[config.mk]
export PLATFORM = sky130hd
export DESIGN_NAME = tx_async_capture
export DESIGN_NICKNAME = d
export VERILOG_FILES = /design/src/hw/tx_async_pkg.sv /design/src/hw/capture_pkg.sv /design/src/hw/async_capture.sv /design/src/hw/fast_sr_capture.sv /design/src/hw/slow_sr_capture.sv /design/src/hw/tx_async_capture.sv
export SDC_FILE = /design/constraint.sdc
export NUM_CORES = 1
export LEC_CHECK = 0
export BUFFER_PORTS_ARGS = -buffer_cell sky130_fd_sc_hd__buf_4
export CORE_MARGIN = 4
export CORE_UTILIZATION = 53
export CTS_CLUSTER_DIAMETER = 50
export CTS_CLUSTER_SIZE = 25
export DETAILED_ROUTE_END_ITERATION = 10
export MAX_ROUTING_LAYER = met4
export PLACE_DENSITY = 0.8
export SLEW_MARGIN = 20
export SYNTH_ARGS = -nofsm -noshare
export SYNTH_HDL_FRONTEND = slang
export SYNTH_SLANG_ARGS = --single-unit
[constraint.sdc]
create_clock -name tx_osc_clk -period 0.95 [get_ports tx_osc_clk]
set_input_delay 0.1425 -clock tx_osc_clk [delete_from_list [all_inputs] [get_ports tx_osc_clk]]
set_output_delay 0.1425 -clock tx_osc_clk [all_outputs]
set_load 0.02 [all_outputs]
[src/hw/tx_async_pkg.sv]
// Bit layout of the slow image. Offsets must stay contiguous and
// end at SSR_WIDTH-1 because the slow path packs every bit.
`default_nettype none

package tx_async_pkg;

  localparam int SSR_WIDTH = 24;

  // Multi-bit field widths
  localparam int BOUNDARY_SEL_W = 5;
  localparam int BITSLIP_W      = 7;
  localparam int CNT_SEL_W      = 4;
  localparam int PHASE_SHIFTS_W = 3;

  // Field positions in the image
  localparam int BOUNDARY_SEL_LSB = 0;
  localparam int BITSLIP_LSB      = BOUNDARY_SEL_LSB + BOUNDARY_SEL_W;
  localparam int CNT_SEL_LSB      = BITSLIP_LSB + BITSLIP_W;
  localparam int PHASE_SHIFTS_LSB = CNT_SEL_LSB + CNT_SEL_W;

  // Single-bit controls and status
  localparam int POLINV_BIT       = PHASE_SHIFTS_LSB + PHASE_SHIFTS_W;
  localparam int LATENCY_ADJ_BIT  = POLINV_BIT + 1;
  localparam int DCD_CAL_DONE_BIT = LATENCY_ADJ_BIT + 1;
  localparam int DLL_LOCK_REQ_BIT = DCD_CAL_DONE_BIT + 1;
  localparam int TRANSFER_EN_BIT  = DLL_LOCK_REQ_BIT + 1;

  typedef logic [SSR_WIDTH-1:0]      ssr_data_t;
  typedef logic [BOUNDARY_SEL_W-1:0] boundary_sel_t;
  typedef logic [BITSLIP_W-1:0]      bitslip_t;
  typedef logic [CNT_SEL_W-1:0]      cnt_sel_t;
  typedef logic [PHASE_SHIFTS_W-1:0] phase_shifts_t;

endpackage

`default_nettype wire

[src/hw/capture_pkg.sv]
// Reset levels and default synchronizer depths of the capture cells.
// Depths below 2 are rejected by the cell at elaboration.
`default_nettype none

package capture_pkg;

  // Fast path sees the idle request, so it gets the deeper chain
  localparam int FSR_SYNC_STAGES_DEF = 4;
  localparam int SSR_SYNC_STAGES_DEF = 2;

  // Config fields come up as all ones
  localparam logic CFG_RESET_VAL = 1'b1;

  // Status and request bits come up deasserted
  localparam logic STATUS_RESET_VAL = 1'b0;

endpackage

`default_nettype wire

[src/hw/async_capture.sv]
// Input must stay stable longer than SYNC_STAGES clocks; every bit is
// synchronized on its own, so a changing vector can be caught half-updated.
`timescale 1ns/1ps
`default_nettype none

module async_capture #(
  parameter type      payload_t   = logic,
  parameter payload_t RESET_VAL   = '0,
  parameter int       SYNC_STAGES = 2
) (
  input  wire      tx_osc_clk,
  input  wire      rst,
  input  payload_t data_in,
  input  wire      unload,
  output payload_t sync_out,
  output payload_t data_out
);

  payload_t sync_q [SYNC_STAGES];
  payload_t data_q;

  if (SYNC_STAGES < 2) begin : g_bad_depth
    $error("async_capture needs SYNC_STAGES of 2 or more");
  end

  // Synchronizer chain of one flop per stage
  always_ff @(posedge tx_osc_clk) begin
    if (rst) begin
      for (int i = 0; i < SYNC_STAGES; i++) begin
        sync_q[i] <= RESET_VAL;
      end
    end else begin
      sync_q[0] <= data_in;
      for (int i = 1; i < SYNC_STAGES; i++) begin
        sync_q[i] <= sync_q[i-1];
      end
    end
  end

  // Snapshot taken on the load strobe only
  always_ff @(posedge tx_osc_clk) begin
    if (rst) begin
      data_q <= RESET_VAL;
    end else if (unload) begin
      data_q <= sync_q[SYNC_STAGES-1];
    end
  end

  assign sync_out = sync_q[SYNC_STAGES-1];
  assign data_out = data_q;

  // Snapshot holds unless loaded or reset
  a_hold_without_unload : assert property (
    @(posedge tx_osc_clk) (!unload && !rst) |=> $stable(data_out)
  ) else $error("async_capture: data_out changed without unload");

endmodule

`default_nettype wire

[src/hw/fast_sr_capture.sv]
// r_txelecidle_rst_val is a static level; changing it after reset
// switches fsr_data between two independently loaded registers.
`timescale 1ns/1ps
`default_nettype none

module fast_sr_capture #(
  parameter int SYNC_STAGES = capture_pkg::FSR_SYNC_STAGES_DEF
) (
  input  wire  tx_osc_clk,
  input  wire  rst,
  input  wire  pld_txelecidle,
  input  wire  fsr_load,
  input  wire  r_txelecidle_rst_val,
  output logic fsr_data
);

  logic idle_rst1;
  logic idle_rst0;
  logic load_seen_q;

  // Same input and load, opposite reset levels
  async_capture #(
    .payload_t   (logic),
    .RESET_VAL   (1'b1),
    .SYNC_STAGES (SYNC_STAGES)
  ) u_idle_rst1 (
    .tx_osc_clk (tx_osc_clk),
    .rst        (rst),
    .data_in    (pld_txelecidle),
    .unload     (fsr_load),
    .sync_out   (),
    .data_out   (idle_rst1)
  );

  async_capture #(
    .payload_t   (logic),
    .RESET_VAL   (1'b0),
    .SYNC_STAGES (SYNC_STAGES)
  ) u_idle_rst0 (
    .tx_osc_clk (tx_osc_clk),
    .rst        (rst),
    .data_in    (pld_txelecidle),
    .unload     (fsr_load),
    .sync_out   (),
    .data_out   (idle_rst0)
  );

  assign fsr_data = r_txelecidle_rst_val ? idle_rst1 : idle_rst0;

  // Tracks whether any load happened since reset
  always_ff @(posedge tx_osc_clk) begin
    if (rst) begin
      load_seen_q <= 1'b0;
    end else if (fsr_load) begin
      load_seen_q <= 1'b1;
    end
  end

  a_reset_level : assert property (
    @(posedge tx_osc_clk) (!rst && !load_seen_q) |-> (fsr_data == r_txelecidle_rst_val)
  ) else $error("fast_sr_capture: fsr_data left its reset level before a load");

endmodule

`default_nettype wire

[src/hw/slow_sr_capture.sv]
// Bypass levels are static; a bypassed field shows the synchronizer
// output and ignores ssr_load.
`timescale 1ns/1ps
`default_nettype none

module slow_sr_capture #(
  parameter int SYNC_STAGES = capture_pkg::SSR_SYNC_STAGES_DEF
) (
  input  wire                        tx_osc_clk,
  input  wire                        rst,
  input  wire tx_async_pkg::boundary_sel_t pld_8g_tx_boundary_sel,
  input  wire tx_async_pkg::bitslip_t      pld_10g_tx_bitslip,
  input  wire tx_async_pkg::cnt_sel_t      pld_pma_fpll_cnt_sel,
  input  wire tx_async_pkg::phase_shifts_t pld_pma_fpll_num_phase_shifts,
  input  wire                        pld_polinv_tx,
  input  wire                        pld_tx_fifo_latency_adj_en,
  input  wire                        tx_dcd_cal_done,
  input  wire                        pld_tx_dll_lock_req,
  input  wire                        tx_transfer_en,
  input  wire                        ssr_load,
  input  wire                        r_boundary_sel_bypass,
  input  wire                        r_bitslip_bypass,
  input  wire                        r_cnt_sel_bypass,
  input  wire                        r_phase_shifts_bypass,
  output tx_async_pkg::ssr_data_t    ssr_data
);

  import tx_async_pkg::*;
  import capture_pkg::*;

  boundary_sel_t boundary_sel_sync, boundary_sel_q;
  bitslip_t      bitslip_sync, bitslip_q;
  cnt_sel_t      cnt_sel_sync, cnt_sel_q;
  phase_shifts_t phase_shifts_sync, phase_shifts_q;

  // Fields that can be polled
  async_capture #(
    .payload_t   (boundary_sel_t),
    .RESET_VAL   (boundary_sel_t'({BOUNDARY_SEL_W{CFG_RESET_VAL}})),
    .SYNC_STAGES (SYNC_STAGES)
  ) u_boundary_sel (
    .tx_osc_clk (tx_osc_clk),
    .rst        (rst),
    .data_in    (pld_8g_tx_boundary_sel),
    .unload     (ssr_load),
    .sync_out   (boundary_sel_sync),
    .data_out   (boundary_sel_q)
  );

  async_capture #(
    .payload_t   (bitslip_t),
    .RESET_VAL   (bitslip_t'({BITSLIP_W{CFG_RESET_VAL}})),
    .SYNC_STAGES (SYNC_STAGES)
  ) u_bitslip (
    .tx_osc_clk (tx_osc_clk),
    .rst        (rst),
    .data_in    (pld_10g_tx_bitslip),
    .unload     (ssr_load),
    .sync_out   (bitslip_sync),
    .data_out   (bitslip_q)
  );

  async_capture #(
    .payload_t   (cnt_sel_t),
    .RESET_VAL   (cnt_sel_t'({CNT_SEL_W{CFG_RESET_VAL}})),
    .SYNC_STAGES (SYNC_STAGES)
  ) u_cnt_sel (
    .tx_osc_clk (tx_osc_clk),
    .rst        (rst),
    .data_in    (pld_pma_fpll_cnt_sel),
    .unload     (ssr_load),
    .sync_out   (cnt_sel_sync),
    .data_out   (cnt_sel_q)
  );

  async_capture #(
    .payload_t   (phase_shifts_t),
    .RESET_VAL   (phase_shifts_t'({PHASE_SHIFTS_W{CFG_RESET_VAL}})),
    .SYNC_STAGES (SYNC_STAGES)
  ) u_phase_shifts (
    .tx_osc_clk (tx_osc_clk),
    .rst        (rst),
    .data_in    (pld_pma_fpll_num_phase_shifts),
    .unload     (ssr_load),
    .sync_out   (phase_shifts_sync),
    .data_out   (phase_shifts_q)
  );

  // Single bits load straight into their image positions
  async_capture #(.payload_t(logic), .RESET_VAL(CFG_RESET_VAL), .SYNC_STAGES(SYNC_STAGES))
    u_polinv (
      .tx_osc_clk (tx_osc_clk), .rst (rst), .data_in (pld_polinv_tx),
      .unload (ssr_load), .sync_out (), .data_out (ssr_data[POLINV_BIT])
    );

  async_capture #(.payload_t(logic), .RESET_VAL(CFG_RESET_VAL), .SYNC_STAGES(SYNC_STAGES))
    u_latency_adj (
      .tx_osc_clk (tx_osc_clk), .rst (rst), .data_in (pld_tx_fifo_latency_adj_en),
      .unload (ssr_load), .sync_out (), .data_out (ssr_data[LATENCY_ADJ_BIT])
    );

  async_capture #(.payload_t(logic), .RESET_VAL(STATUS_RESET_VAL), .SYNC_STAGES(SYNC_STAGES))
    u_dcd_cal_done (
      .tx_osc_clk (tx_osc_clk), .rst (rst), .data_in (tx_dcd_cal_done),
      .unload (ssr_load), .sync_out (), .data_out (ssr_data[DCD_CAL_DONE_BIT])
    );

  async_capture #(.payload_t(logic), .RESET_VAL(STATUS_RESET_VAL), .SYNC_STAGES(SYNC_STAGES))
    u_dll_lock_req (
      .tx_osc_clk (tx_osc_clk), .rst (rst), .data_in (pld_tx_dll_lock_req),
      .unload (ssr_load), .sync_out (), .data_out (ssr_data[DLL_LOCK_REQ_BIT])
    );

  async_capture #(.payload_t(logic), .RESET_VAL(STATUS_RESET_VAL), .SYNC_STAGES(SYNC_STAGES))
    u_transfer_en (
      .tx_osc_clk (tx_osc_clk), .rst (rst), .data_in (tx_transfer_en),
      .unload (ssr_load), .sync_out (), .data_out (ssr_data[TRANSFER_EN_BIT])
    );

  // Polling bypass picks the live synchronized value
  assign ssr_data[BOUNDARY_SEL_LSB +: BOUNDARY_SEL_W] =
    r_boundary_sel_bypass ? boundary_sel_sync : boundary_sel_q;
  assign ssr_data[BITSLIP_LSB +: BITSLIP_W] =
    r_bitslip_bypass ? bitslip_sync : bitslip_q;
  assign ssr_data[CNT_SEL_LSB +: CNT_SEL_W] =
    r_cnt_sel_bypass ? cnt_sel_sync : cnt_sel_q;
  assign ssr_data[PHASE_SHIFTS_LSB +: PHASE_SHIFTS_W] =
    r_phase_shifts_bypass ? phase_shifts_sync : phase_shifts_q;

  a_bits_hold : assert property (
    @(posedge tx_osc_clk) (!ssr_load && !rst) |=>
      $stable({ssr_data[POLINV_BIT], ssr_data[LATENCY_ADJ_BIT], ssr_data[DCD_CAL_DONE_BIT],
               ssr_data[DLL_LOCK_REQ_BIT], ssr_data[TRANSFER_EN_BIT]})
  ) else $error("slow_sr_capture: single-bit field changed without ssr_load");

endmodule

`default_nettype wire

[src/hw/tx_async_capture.sv]
// All inputs except the strobes are asynchronous to tx_osc_clk and must be
// held longer than the synchronizer depth. Depths of 2 or more only.
`timescale 1ns/1ps
`default_nettype none

module tx_async_capture #(
  parameter int FSR_SYNC_STAGES = capture_pkg::FSR_SYNC_STAGES_DEF,
  parameter int SSR_SYNC_STAGES = capture_pkg::SSR_SYNC_STAGES_DEF
) (
  input  wire                              tx_osc_clk,
  input  wire                              rst,

  // Fast image
  input  wire                              pld_txelecidle,
  input  wire                              fsr_load,
  input  wire                              r_txelecidle_rst_val,

  // Slow image fields
  input  wire tx_async_pkg::boundary_sel_t pld_8g_tx_boundary_sel,
  input  wire tx_async_pkg::bitslip_t      pld_10g_tx_bitslip,
  input  wire tx_async_pkg::cnt_sel_t      pld_pma_fpll_cnt_sel,
  input  wire tx_async_pkg::phase_shifts_t pld_pma_fpll_num_phase_shifts,
  input  wire                              pld_polinv_tx,
  input  wire                              pld_tx_fifo_latency_adj_en,
  input  wire                              tx_dcd_cal_done,
  input  wire                              pld_tx_dll_lock_req,
  input  wire                              tx_transfer_en,

  // Slow image control
  input  wire                              ssr_load,
  input  wire                              r_boundary_sel_bypass,
  input  wire                              r_bitslip_bypass,
  input  wire                              r_cnt_sel_bypass,
  input  wire                              r_phase_shifts_bypass,

  output logic                             fsr_data,
  output tx_async_pkg::ssr_data_t          ssr_data
);

  fast_sr_capture #(
    .SYNC_STAGES (FSR_SYNC_STAGES)
  ) u_fast_sr (
    .tx_osc_clk           (tx_osc_clk),
    .rst                  (rst),
    .pld_txelecidle       (pld_txelecidle),
    .fsr_load             (fsr_load),
    .r_txelecidle_rst_val (r_txelecidle_rst_val),
    .fsr_data             (fsr_data)
  );

  slow_sr_capture #(
    .SYNC_STAGES (SSR_SYNC_STAGES)
  ) u_slow_sr (
    .tx_osc_clk                    (tx_osc_clk),
    .rst                           (rst),
    .pld_8g_tx_boundary_sel        (pld_8g_tx_boundary_sel),
    .pld_10g_tx_bitslip            (pld_10g_tx_bitslip),
    .pld_pma_fpll_cnt_sel          (pld_pma_fpll_cnt_sel),
    .pld_pma_fpll_num_phase_shifts (pld_pma_fpll_num_phase_shifts),
    .pld_polinv_tx                 (pld_polinv_tx),
    .pld_tx_fifo_latency_adj_en    (pld_tx_fifo_latency_adj_en),
    .tx_dcd_cal_done               (tx_dcd_cal_done),
    .pld_tx_dll_lock_req           (pld_tx_dll_lock_req),
    .tx_transfer_en                (tx_transfer_en),
    .ssr_load                      (ssr_load),
    .r_boundary_sel_bypass         (r_boundary_sel_bypass),
    .r_bitslip_bypass              (r_bitslip_bypass),
    .r_cnt_sel_bypass              (r_cnt_sel_bypass),
    .r_phase_shifts_bypass         (r_phase_shifts_bypass),
    .ssr_data                      (ssr_data)
  );

endmodule

`default_nettype wire

---- Yosys cells after proc, flatten, opt, wreduce, memory -nomap -nowiden ----
Memories as Yosys holds them, arrays and structs flattened. A register that Yosys moved wholly into a read port is not among the register bits.
Cells that the tools add are included.
cells by class
  muxes and demuxes ....................... 34
  bitwise logic cells ..................... 26
operator list
  kind          count
  $or A1 B1 Y1  26
  $mux W1       22
  $mux W7       3
  $mux W5       3
  $mux W4       3
  $mux W3       3
storage, ports and cells
  logic and storage cells ................. 75
  output and inout port bits .............. 25
  bits of input ports ..................... 34
  memory bits (writable) .................. 56
  register bits ........................... 19
  memories kept ........................... 11
memory list
  memory                           words  width  read ports  clocked after memory_dff  write ports  RTL line             RTL
  u_slow_sr.u_bitslip.sync_q       2      7      2           0                         2            async_capture.sv:19  payload_t sync_q [SYNC_STAGES];
  u_slow_sr.u_boundary_sel.sync_q  2      5      2           0                         2            async_capture.sv:19
  u_slow_sr.u_cnt_sel.sync_q       2      4      2           0                         2            async_capture.sv:19
  u_slow_sr.u_phase_shifts.sync_q  2      3      2           0                         2            async_capture.sv:19
  u_fast_sr.u_idle_rst0.sync_q     4      1      4           1                         4            async_capture.sv:19
  u_fast_sr.u_idle_rst1.sync_q     4      1      4           1                         4            async_capture.sv:19
  5 more memories                  n/a    n/a    n/a         n/a                       n/a          n/a

---- Depth between registers and ports, before layout ----
Gate-level depths: netlist (run 1).
  depth in word-level cells ............... 3
  gate-level depth with buffers ........... 3
  depth with buffers taken out ............ 2

---- Hierarchy ----
Synthesis (run 1) repeated with hierarchy kept, for this count alone.
second synthesis, totals
  cell total of the unflattened synthesis .. 236
  area, all modules ....................... 2880.3 µm²
modules (own cells, without submodules)
  module                                         sequential area each (µm²)  area each (µm²)  times used  cells each
  async_capture at u_slow_sr.u_bitslip           420.4                       698.2            1           59
  async_capture at u_slow_sr.u_boundary_sel      300.3                       510.5            1           42
  async_capture at u_slow_sr.u_cnt_sel           240.2                       391.6            1           33
  async_capture at u_slow_sr.u_phase_shifts      180.2                       285.3            1           24
  async_capture at u_slow_sr.u_dcd_cal_done ...  60.1                        91.3             3           7
  slow_sr_capture                                0.0                         251.5            1           20
  async_capture at u_slow_sr.u_latency_adj ...   60.1                        87.6             2           7
  async_capture at u_fast_sr.u_idle_rst1         100.1                       140.1            1           11
  async_capture at u_fast_sr.u_idle_rst0         100.1                       138.9            1           11
  fast_sr_capture                                0.0                         15.0             1           1

---- Worst setup path before layout (run 1) ----
Ideal clock, no wire load.
  path kind ............................... input port to output port
  start point ............................. input port r_bitslip_bypass
  end point ............................... output port ssr_data[10]
  buffers on the path ..................... 1
  required time ........................... 0.808 ns
  slack ................................... 0.090 ns
  arrival time ............................ 0.718 ns
  stages on the path ...................... 2
  path through ............................ buf_2 > mux2_1
between the ends
  cells in the longest elaborated chain, start to end .. 1
RTL lines
  what         RTL line                RTL
  from (decl)  tx_async_capture.sv:32  input wire r_bitslip_bypass,
  $mux W7      slow_sr_capture.sv:124  r_bitslip_bypass ? bitslip_sync : bitslip_q;
  to (decl)    tx_async_capture.sv:37  output tx_async_pkg::ssr_data_t ssr_data
Every way passes these cells.

---- Worst setup path in the final report (run 1) ----
  start point ............................. register u_slow_sr.u_bitslip.data_q (netlist bit u_slow_sr.u_bitslip.data_out[5]) (read register of u_slow_sr.u_bitslip.sync_q)
  end point ............................... output port ssr_data[10]
between the ends
  cells in the longest elaborated chain, start to end .. 1
RTL lines
  what         RTL line                RTL
  from (decl)  async_capture.sv:20     payload_t data_q;
  $mux W7      slow_sr_capture.sv:124
Every way passes these cells.

==> results of run 1 <==
==> path summary, 6_finish.rpt <==
path	start	end	slack, ns	cells after the start
worst min-delay path	pld_tx_dll_lock_req	u_slow_sr.u_dll_lock_req.sync_q[0]	0.02	2
worst max register to register	u_slow_sr.u_polinv.data_out	u_slow_sr.u_polinv.data_out	0.07	3
worst max-delay path	u_slow_sr.u_bitslip.data_out[5]	ssr_data[10]	-0.26	2
worst min register to register	u_slow_sr.u_cnt_sel.sync_q[0][0]	u_slow_sr.u_cnt_sel.sync_q[0][4]	0.40	1
==> critical path, cell delays in order, from the launching register on <==
cell and delay [ns]:
dfxtp_2 0.33, mux2_4 0.27, buf_6 0.13
==> cells by family (layout without fill, tap and decap cells) <==
logic type      Yosys count  after routing  share of synthesized area [%]
mux                      24             24                          9.698
flops                    82             82                          60.02
compound gates           22             22                          7.045
buf+inv                  19            107                          4.528
simple gates             82             82                          18.71
==> timing repair <==
action,in CTS,in global routing
buffers inserted,1,1
gates resized for setup,66,12
endpoints found under the hold margin,24,0
hold buffers,24,0
setup endpoints to repair,25,25
==> stage by stage <==
stage          cells  setup slack, ns  util (%)  hold slack, ns
2_1_floorplan    229          0.08973         -          0.2396
3_3_place_gp     342         -0.01219     66.17          0.3210
3_5_place_dp     342         -0.02306     66.17          0.3241
4_1_cts          383          -0.2691     79.61        0.003560
5_1_grt          384          -0.3063     80.08        0.001393
6_report         384          -0.2643     80.08         0.01524
==> where the power goes <==
part / switching, mW / leakage, nW / internal, mW
logic: 0.311 / 0.867 / 0.492
registers: 0.0626 / 0.673 / 3.61
clock network: 1.10 / 0.110 / 1.51
total: 1.47 / 1.65 / 5.61
==> layer usage <==
metal	wire length (µm)	vias up	track usage, %
met1	2135	822	18.85
met2	2523	41	30.47
met5	0	-	-
met4	91	0	7.601
li1	-	919	-
met3	203	8	5.305
==> state kept, by name, indices dropped and copies added, names as in the netlist, 3 cells and up <==
register / cells
u_slow_sr.u_phase_shifts.data_out: 3
u_slow_sr.u_phase_shifts.sync_q: 6
u_fast_sr.u_idle_rst1.sync_q: 4
u_slow_sr.u_bitslip.sync_q: 14
u_fast_sr.u_idle_rst0.sync_q: 4
u_slow_sr.u_cnt_sel.data_out: 4
u_slow_sr.u_boundary_sel.data_out: 5
u_slow_sr.u_boundary_sel.sync_q: 10
u_slow_sr.u_cnt_sel.sync_q: 8
u_slow_sr.u_bitslip.data_out: 7
==> final cells by class <==
type | count | area [µm²]
multi-input cells | 128 | 1045
fillers | 293 | 965.9
repair buffers | 91 | 862.1
flip-flops and latches | 82 | 1675
clock buffers | 15 | 186.4
well taps | 67 | 83.83
clock inverters | 1 | 30.03
==> layout by cell type, fill, tap and decap left out <==
cell           synthesis  routed
a211o_1               22      22
and2b_1                7       7
buf_12                 0       2
buf_4                  6      40
buf_6                  3      25
bufinv_16              0       1
clkbuf_1               4       2
clkbuf_8               0      13
dfxtp_1               82      55
dfxtp_2                0      27
dlygate4sd3_1          0      24
mux2_4                 0      20
mux2i_1                4       4
nor2_1                 4       4
nor2b_1               25      25
or2_1                 46      46
==> impl_summary.txt, run 1 <==
----------------------------------------------------
[Critical path]
  Element type at the critical path start ... register
  Endpoint required time on the critical path ... 0.81 ns
  Max FO, Critical Path ... 2
  Type of the setup path with the least slack ... register to output pin
  Arrival time at the worst endpoint ... 1.07 ns
  Capturing element type of the critical path ... output pin

[Synth]
  Count of yosys warnings during synthesis ... 0
  Most frequently used flop master after synthesis ... dfxtp_1
  Net count after synthesis ... 263
  Number of library cell types mapped by synthesis ... 12
  Average cell area after synthesis ... 11.94 µm²
  Number of instances in the synthesized netlist ... 229
  Post-synth top cells ... 82 x dfxtp_1, 46 x or2_1, 25 x nor2b_1, 22 x a211o_1, 20 x mux2_1
  Main area contributors after synthesis ... dfxtp_1 60%, or2_1 11%, mux2_1 8.2%, a211o_1 7.0%, nor2b_1 5.7%
  Cell type contributing the most total cell area after synthesis ... dfxtp_1
  Number of flops mapped to enable cells by yosys ... 0
  Share of the synthesized area in the top cell type ... 60.02%
  Netlist Area Pre-Place ... 0.002735 mm²
  Most numerous cell in the Yosys netlist ... dfxtp_1
  Seq cells post-synth ... 82
  Portion of the post-synthesis area used by sequential elements ... 60.02%
  Share of flip-flops with an asynchronous set or reset after synthesis ... 0%

[Global routing]
  Maximum number of pins on one net before global-route repair ... 83
  Global-route wire length before repair ... 8238 µm
  Vias in the first global route ... 1844
  Total overflow reported by the global router ... 0
  All-Layer GR Usage ... 17.69%
  Number of antenna violations at the first check in global routing ... 0

[Clock network]
  Clock Sinks ... 82
  Root cell of the clock tree ... clkbuf_8
  Number of H-tree levels ... 3
  Post-CTS clock slew at the launch and capture registers of the worst setup and hold paths ... 0.07 ns
  Bufs on Longest Clock Path ... 2
  Clock tree from TritonCTS ... yes
  Inserted Clock Buffers ... 9
  Insertion delay to the later sink of the worst-skew pair ... 0.33 ns

[Detailed routing]
  Remaining DRCs ... 0
  Via count normalized by instance count ... 4.661
  Post-detailed-route wirelength per cell ... 12.90 µm
  Number of optimization iterations in the first detailed-route pass ... 4
  Number of vias after detailed routing ... 1790
  DRT iter0 DRCs ... 81
  Count of nets left with antenna violations after detail routing ... 0
  Routed Wire Length ... 4954 µm

[Job]
  Max-capacitance violation count ... 0

[Pwr]
  Power density over cell area ... 1823 mW/mm²
  Maximum ir drop on the vdd rail ... 1.329 mV
  Leakage component of the power ... 1.649 nW
  Total design power ... 7.079 mW

[Placed design]
  HPWL after DPL ... 2793 µm
  Instance area at placement ... 0.003208 mm²
  # port buffers ... 58
  RD Place Congestion ... 0.7188

[STA]
  Post-route setup slack ... -0.2643 ns
  Final critical-path required period ... 1.214 ns
  Final clock skew ... 0.003787 ns
  Portion of the clock cycle consumed by the worst path in the final layout ... 127.8%
  Setup repair after global routing missed its margin ... true
  Worst slew margin ... 55.51%
  Slew at the pin with the worst max-slew slack ... 0.6674 ns
  Count of endpoints failing hold in the final timing report ... 0
  Final setup violation count ... 20
  Final sum of negative setup slack ... -4.957 ns
  FMAX ... 0.8235 GHz
  Slew Limit Fails ... 0

[Final layout]
  Number of nets in the final layout ... 346
  Ratio of cells with drive above 1 in the final layout ... 40.38%
  Area of all placed cells without fillers ... 0.003882 mm²
  Inserted Diodes ... 0
  Layout overhead on the synthesized area ... 41.95%

[Floorplan]
  Initial Utilization ... 56.41%
  Die Footprint ... 0.006374 mm²
  Ports placed on the boundary ... 59
  Vertical die dimension ... 79.84 µm
  Placeable Area ... 0.004848 mm²
  Core Rows ... 25
  Die extent in x ... 79.84 µm

[Run status]
  Result of the run ... finished with violations
  Violations in the final reports ... setup timing

[Hold path]
  Type of the most critical hold path ... input pin to register

----------------------------------------------------
No activity file was read; power rests on OpenSTA's default activity.
==> run 2: changes to the inputs <==
Settings changed: CORE_UTILIZATION 53 to 30, PLACE_DENSITY 0.8 to 0.51.
==> run 2 against run 1 <==
Against the previous run: the run still ends with setup timing left; wire length down 2.7%; critical endpoint is now fsr_data; via count is 1.0% lower; critical path type unchanged; clock skew up 0.0060 ns; flip-flop and latch count stayed put; final area increased by 1.4%; first-iteration DRC count is 83% lower; largest cell class unchanged; combinational power rose by 0.7%; core utilization down 35 points; critical path depth unchanged; worst setup slack improved by 0.0032 ns; global-route usage decreased by 7.6 points; clock power about the same.
==> impl_summary.txt, run 2 (synthesis gave the netlist of run 1 again) <==
----------------------------------------------------
[Critical path]
  Slowest stage cell, crit path ... dfxtp_2
  Endpoint required time on the critical path ... 0.81 ns (about the same)
  Capturing element type of the critical path ... output pin
  Element type at the critical path start ... register
  Slack of the worst reg-to-reg path ... 0.12 ns (+0.05 ns)
  Arrival time at the worst endpoint ... 1.07 ns (about the same)
  Crit-path max cell delay ... 0.33 ns (about the same)
  Cells along the critical path ... mux2_4 > buf_6
  Type of the setup path with the least slack ... register to output pin
  Max FO, Critical Path ... 2 (unchanged)

[Placed design]
  HPWL after DPL ... 3004 µm (+7.6%)
  # port buffers ... 58 (unchanged)
  Instance area at placement ... 0.003279 mm² (+2.2%)
  Number of placed cells counting well taps ... 384 (+12%)
  RD Place Congestion ... 0.6921 (-3.7%)
  Dpl ws ... -0.02467 ns (-0.001603 ns)

[Detailed routing]
  Number of vias after detailed routing ... 1772 (-1.0%)
  Count of nets left with antenna violations after detail routing ... 0 (unchanged)
  DRT iter0 DRCs ... 14 (-83%)
  Via count normalized by instance count ... 4.169 (-11%)
  Remaining DRCs ... 0 (unchanged)
  Post-detailed-route wirelength per cell ... 11.35 µm (-12%)
  Number of optimization iterations in the first detailed-route pass ... 2 (-2)
  Routed Wire Length ... 4822 µm (-2.7%)

[Run status]
  Result of the run ... finished with violations
  Violations in the final reports ... setup timing

[Final layout]
  Top library cells by usage in the layout, fill and taps aside ... 60 x dfxtp_1, 46 x or2_1, 39 x buf_4
  Post-route non-filler standard cell count ... 425 (+11%)
  Leading cell type in the layout, fill and taps excluded ... dfxtp_1
  Inserted Diodes ... 0 (unchanged)
  Max FFs per register ... 14 (unchanged)
  Final core utilization ... 44.70% (-35 points)
  Ratio of cells with drive above 1 in the final layout ... 39.43% (-0.95 points)
  Number of nets in the final layout ... 346 (unchanged)
  Largest registers in the final layout ... u_slow_sr.u_bitslip.sync_q: 14 flops, u_slow_sr.u_boundary_sel.sync_q: 10 flops, u_slow_sr.u_cnt_sel.sync_q: 8 flops
  Area of all placed cells without fillers ... 0.003936 mm² (+1.4%)
  Biggest register ... u_slow_sr.u_bitslip.sync_q
  Layout overhead on the synthesized area ... 43.92%

[Floorplan]
  Core Rows ... 34 (+36%)
  Ports placed on the boundary ... 59 (unchanged)
  Placeable Area ... 0.008806 mm² (+82%)
  Vertical die dimension ... 103.5 µm (+30%)
  Die extent in x ... 103.5 µm (+30%)
  Initial Utilization ... 31.06% (-25 points)
  Die Footprint ... 0.01071 mm² (+68%)

[STA]
  Worst slew margin ... 84.01% (+28 points)
  Final clock skew ... 0.009772 ns (+0.005984 ns)
  Count of endpoints failing hold in the final timing report ... 0 (unchanged)
  Final critical-path required period ... 1.211 ns (-0.003179 ns)
  Post-route setup slack ... -0.2611 ns (+0.003179 ns)
  Hold_ws ... 0.01368 ns (-0.001554 ns)
  Setup repair after global routing missed its margin ... true
  FMAX ... 0.8257 GHz (+0.26%)
  Slew at the pin with the worst max-slew slack ... 0.2399 ns (-0.4275 ns)
  Final sum of negative setup slack ... -4.958 ns (-0.0008500 ns)
  Final setup violation count ... 20 (unchanged)
  Portion of the clock cycle consumed by the worst path in the final layout ... 127.5% (-0.33 points)
  Slew Limit Fails ... 0 (unchanged)

[Clock network]
  Insertion delay to the later sink of the worst-skew pair ... 0.34 ns (about the same)
  Root cell of the clock tree ... clkbuf_8
  Clock tree from TritonCTS ... yes
  Bufs on Longest Clock Path ... 2 (unchanged)
  Number of H-tree levels ... 3 (unchanged)
  Clock Sinks ... 82 (unchanged)
  Post-CTS clock slew at the launch and capture registers of the worst setup and hold paths ... 0.09 ns (+0.02 ns)
  Inserted Clock Buffers ... 9 (unchanged)

[Global routing]
  All-Layer GR Usage ... 10.09% (-7.6 points)
  Vias in the first global route ... 1741 (-5.6%)
  Total overflow reported by the global router ... 0 (unchanged)
  Number of antenna violations at the first check in global routing ... 0 (unchanged)
  Maximum number of pins on one net before global-route repair ... 51 (-39%)
  Global-route wire length before repair ... 7935 µm (-3.7%)

[Pwr]
  Maximum ir drop on the vdd rail ... 0.7820 mV (-41%)
  Power density over cell area ... 1796 mW/mm² (-1.5%)
  Leakage component of the power ... 1.656 nW (+0.40%)
  Total design power ... 7.069 mW (-0.14%)

[Job]
  Max-capacitance violation count ... 0 (unchanged)

[Hold path]
  Type of the most critical hold path ... input pin to register

----------------------------------------------------
[run 2: repair_timing]
action,in CTS,in global routing
endpoints found under the setup margin,25,25
setup buffers,0,1
endpoints found under the hold margin,25,0
gates resized for setup,67,6
hold buffers,24,0
[run 2: report_power, final]
group | leakage, nW | internal [mW] | switching, mW
clock network | 0.110 | 1.37 | 1.23
registers | 0.674 | 3.60 | 0.0536
logic | 0.872 | 0.499 | 0.310
[run 2: path summary, 6_finish.rpt]
kind / start / to / depth (start not counted)
max reg2reg: u_slow_sr.u_bitslip.sync_q[0][11] / u_slow_sr.u_bitslip.data_out[4] / 2
max: u_fast_sr.u_idle_rst0.data_out / fsr_data / 2
min: tx_dcd_cal_done / u_slow_sr.u_dcd_cal_done.sync_q[0] / 2
min reg2reg: u_slow_sr.u_boundary_sel.sync_q[0][2] / u_slow_sr.u_boundary_sel.sync_q[0][7] / 1
[run 2: per-layer routing]
layer	wire length [µm]	GRT usage (%)	vias to the layer above
met5	0	-	-
met4	104	5.677	0
met3	231	2.482	10
met2	2280	15.64	39
met1	2206	11.95	813
li1	-	-	910
[run 2: critical path: cells and delay by family (launching register included)]
kind                   cells  cell delay, ns
buffers and inverters      1            0.13
multiplexers               1            0.27
flip-flops                 1            0.33
[run 2: area by class of cell]
cell class / instances / area, µm²
Clock buffer: 11 / 151.4
Clock inverter: 5 / 61.31
Multi-Input combinational cell: 128 / 1045
Timing Repair Buffer: 91 / 874.6
Tap cell: 108 / 135.1
Sequential cell: 82 / 1669
Fill cell: 840 / 4870
==> run 3: changes to the inputs <==
Settings changed: ABC_AREA from default to 1.
==> run 3 against run 2 <==
Against the previous run: the run still ends with setup timing left; synthesized cell count rose by 38%; combinational power rose by 9.5%; sequential power barely moved; clock skew fell by 0.0037 ns; count of clock-buffer cells in the layout fell by 1; wire length rose by 8.9%; sequential share of layout area rose by 0.32 points.
==> impl_summary.txt, run 3 <==
----------------------------------------------------
[Placed design]
  HPWL after DPL ... 3355 µm (+12%)
  Dpl ws ... 0.04827 ns (+0.07293 ns)
  Number of placed cells counting well taps ... 469 (+22%)
  RD Place Congestion ... 0.6930 (+0.13%)
  # port buffers ... 58 (unchanged)

[Detailed routing]
  Via count normalized by instance count ... 3.977 (-4.6%)
  Count of nets left with antenna violations after detail routing ... 0 (unchanged)
  Post-detailed-route wirelength per cell ... 10.28 µm (-9.4%)
  Number of vias after detailed routing ... 2032 (+15%)
  DRT iter0 DRCs ... 52 (+38)
  Remaining DRCs ... 0 (unchanged)
  Routed Wire Length ... 5252 µm (+8.9%)
  Number of optimization iterations in the first detailed-route pass ... 4 (+2)

[STA]
  Slew Limit Fails ... 0 (unchanged)
  Setup repair after global routing missed its margin ... true
  Final sum of negative setup slack ... -3.377 ns (+1.581 ns)
  Count of endpoints failing hold in the final timing report ... 0 (unchanged)
  Portion of the clock cycle consumed by the worst path in the final layout ... 119.9% (-7.5 points)
  Hold_ws ... 0.03177 ns (+0.01808 ns)
  Post-route setup slack ... -0.1894 ns (+0.07170 ns)
  Final setup violation count ... 20 (unchanged)
  Worst slew margin ... 85.06% (+1.0 points)
  Final critical-path required period ... 1.139 ns (-0.07170 ns)
  Final clock skew ... 0.006022 ns (-0.003749 ns)
  Slew at the pin with the worst max-slew slack ... 0.2241 ns (-0.01575 ns)
  FMAX ... 0.8776 GHz (+6.3%)

[Global routing]
  Global-route wire length before repair ... 9032 µm (+14%)
  Number of antenna violations at the first check in global routing ... 0 (unchanged)
  Vias in the first global route ... 1932 (+11%)
  All-Layer GR Usage ... 10.83% (+0.73 points)
  Maximum number of pins on one net before global-route repair ... 36 (-29%)
  Total overflow reported by the global router ... 0 (unchanged)

[Critical path]
  Total buffers and inverters traversed by the critical path ... 2 (+1)
  Capturing element type of the critical path ... output pin
  Cells along the critical path ... inv_2 > o21ai_2 > buf_6
  Max FO, Critical Path ... 2 (unchanged)
  Crit path max-delay family ... flip-flops
  Type of the setup path with the least slack ... register to output pin
  Endpoint required time on the critical path ... 0.81 ns (about the same)
  Arrival time at the worst endpoint ... 1.00 ns (-0.07 ns)
  Crit-path max cell delay ... 0.34 ns (about the same)
  Slowest stage cell, crit path ... dfxtp_2
  Element type at the critical path start ... register

[Final layout]
  Largest registers in the final layout ... u_slow_sr.u_bitslip.sync_q: 14 flops, u_slow_sr.u_boundary_sel.sync_q: 10 flops, u_slow_sr.u_cnt_sel.sync_q: 8 flops
  Post-route non-filler standard cell count ... 511 (+20%)
  Inserted Diodes ... 0 (unchanged)
  Max FFs per register ... 14 (unchanged)
  Number of nets in the final layout ... 432 (+25%)
  Layout overhead on the synthesized area ... 42.10%
  Ratio of cells with drive above 1 in the final layout ... 36.97% (-2.5 points)
  Top library cells by usage in the layout, fill and taps aside ... 72 x nand2_1, 53 x dfxtp_1, 43 x buf_4
  Biggest register ... u_slow_sr.u_bitslip.sync_q
  Leading cell type in the layout, fill and taps excluded ... nand2_1

[Floorplan]
  Core Rows ... 34 (unchanged)
  Die extent in x ... 104.0 µm (+0.48%)
  Initial Utilization ... 31.24% (+0.18 points)
  Die Footprint ... 0.01081 mm² (+0.97%)
  Placeable Area ... 0.008848 mm² (+0.48%)
  Vertical die dimension ... 104.0 µm (+0.48%)
  Ports placed on the boundary ... 59 (unchanged)

[Clock network]
  Inserted Clock Buffers ... 9 (unchanged)
  Clock tree from TritonCTS ... yes
  Number of H-tree levels ... 3 (unchanged)
  Insertion delay to the later sink of the worst-skew pair ... 0.34 ns (about the same)
  Bufs on Longest Clock Path ... 2 (unchanged)
  Root cell of the clock tree ... clkbuf_8
  Clock Sinks ... 82 (unchanged)
  Post-CTS clock slew at the launch and capture registers of the worst setup and hold paths ... 0.08 ns (about the same)

[Synth]
  Count of yosys warnings during synthesis ... 0 (unchanged)
  Portion of the post-synthesis area used by sequential elements ... 59.39% (-0.62 points)
  Net count after synthesis ... 351 (+33%)
  Main area contributors after synthesis ... dfxtp_1 59%, nand2_1 9.9%, or2_1 9.1%, inv_1 4.8%, nand3_1 4.0%
  Post-synth top cells ... 82 x dfxtp_1, 73 x nand2_1, 40 x or2_1, 35 x inv_1, 22 x nand3_1
  Number of flops mapped to enable cells by yosys ... 0 (unchanged)
  Share of the synthesized area in the top cell type ... 59.39% (-0.62 points)
  Number of library cell types mapped by synthesis ... 13 (+1)
  Most frequently used flop master after synthesis ... dfxtp_1
  Cell type contributing the most total cell area after synthesis ... dfxtp_1
  Most numerous cell in the Yosys netlist ... dfxtp_1
  Netlist Area Pre-Place ... 0.002764 mm² (+1.1%)
  Average cell area after synthesis ... 8.719 µm² (-27%)
  Share of flip-flops with an asynchronous set or reset after synthesis ... 0% (unchanged)
  Seq cells post-synth ... 82 (unchanged)
  Number of instances in the synthesized netlist ... 317 (+38%)

[Pwr]
  Leakage component of the power ... 1.861 nW (+12%)
  Power density over cell area ... 1904 mW/mm² (+6.0%)
  Maximum ir drop on the vdd rail ... 0.7948 mV (+1.6%)

[Run status]
  Result of the run ... finished with violations
  Violations in the final reports ... setup timing

[Hold path]
  Type of the most critical hold path ... input pin to register

[Job]
  Max-capacitance violation count ... 0 (unchanged)

----------------------------------------------------
## run 3: worst reg2reg max path: cells and delay by family, from the launching register on
family / cells / cell delay [ns]
buffers and inverters: 1 / 0.12
DFF: 1 / 0.33
and+or+nand+nor: 2 / 0.12
## run 3: repair_timing
| item | CTS | global route |
|---|---|---|
| pin swaps | 0 | 2 |
| buffers inserted | 1 | 0 |
| endpoints found under the hold margin | 25 | 0 |
| endpoints found under the setup margin | 25 | 25 |
| hold buffers | 25 | 0 |
| gates resized for setup | 70 | 17 |
## run 3: final cells by class
type                            instances  area, µm²
Clock buffer                           10      127.6
Clock inverter                          6      105.1
Fill cell                             866       4921
Inverter                               37      138.9
Multi-Input combinational cell        178      895.9
Sequential cell                        82       1678
Tap cell                              108      135.1
Timing Repair Buffer                   90      847.1
## run 3: worst paths after layout
path	startpoint	endpoint	slack (ns)	cells after the start
worst max-delay path	u_slow_sr.u_boundary_sel.data_out[1]	ssr_data[1]	-0.19	3
worst min register to register	u_fast_sr.u_idle_rst0.sync_q[0]	u_fast_sr.u_idle_rst0.sync_q[1]	0.40	2
worst min-delay path	rst	u_fast_sr.u_idle_rst1.sync_q[2]	0.03	2
worst max register to register	u_slow_sr.u_dcd_cal_done.data_out	u_slow_sr.u_dcd_cal_done.data_out	0.28	3
## run 3: cell families (layout without fill, tap and decap cells)
family                 Yosys count  in the layout  synth area share [%]
AO/OA/AOI/OAI                   20             20                 3.622
buffers and inverters           57            143                 10.46
AND/OR/NAND/NOR                158            158                 26.53
flip-flops                      82             82                 59.39
## run 3: routing by layer
| layer | GRT usage (%) | vias to the layer above | wire length, µm |
|---|---|---|---|
| met4 | 7.123 | 0 | 138 |
| met2 | 16.43 | 48 | 2481 |
| met5 | - | - | 0 |
| li1 | - | 1110 | - |
| met1 | 12.62 | 865 | 2347 |
| met3 | 2.855 | 9 | 285 |
## run 3: stage by stage
stage | power (mW) | util [%] | cell area [µm²]
global placement | 4.464 | 36.92 | 3267
CTS | 7.574 | 43.95 | 3889
global route | 7.832 | 44.39 | 3928
finish | 7.478 | 44.39 | 3928
floorplan | 4.170 | - | 2764
detailed placement | 4.471 | 36.92 | 3267
## run 3: power breakdown
group | switching, mW | leakage, nW | internal [mW] | total (mW)
Clock | 1.17 | 0.120 | 1.73 | 2.90
Sequential | 0.0721 | 0.672 | 3.62 | 3.69
Combinational | 0.419 | 1.07 | 0.467 | 0.886
Total | 1.66 | 1.86 | 5.82 | 7.48
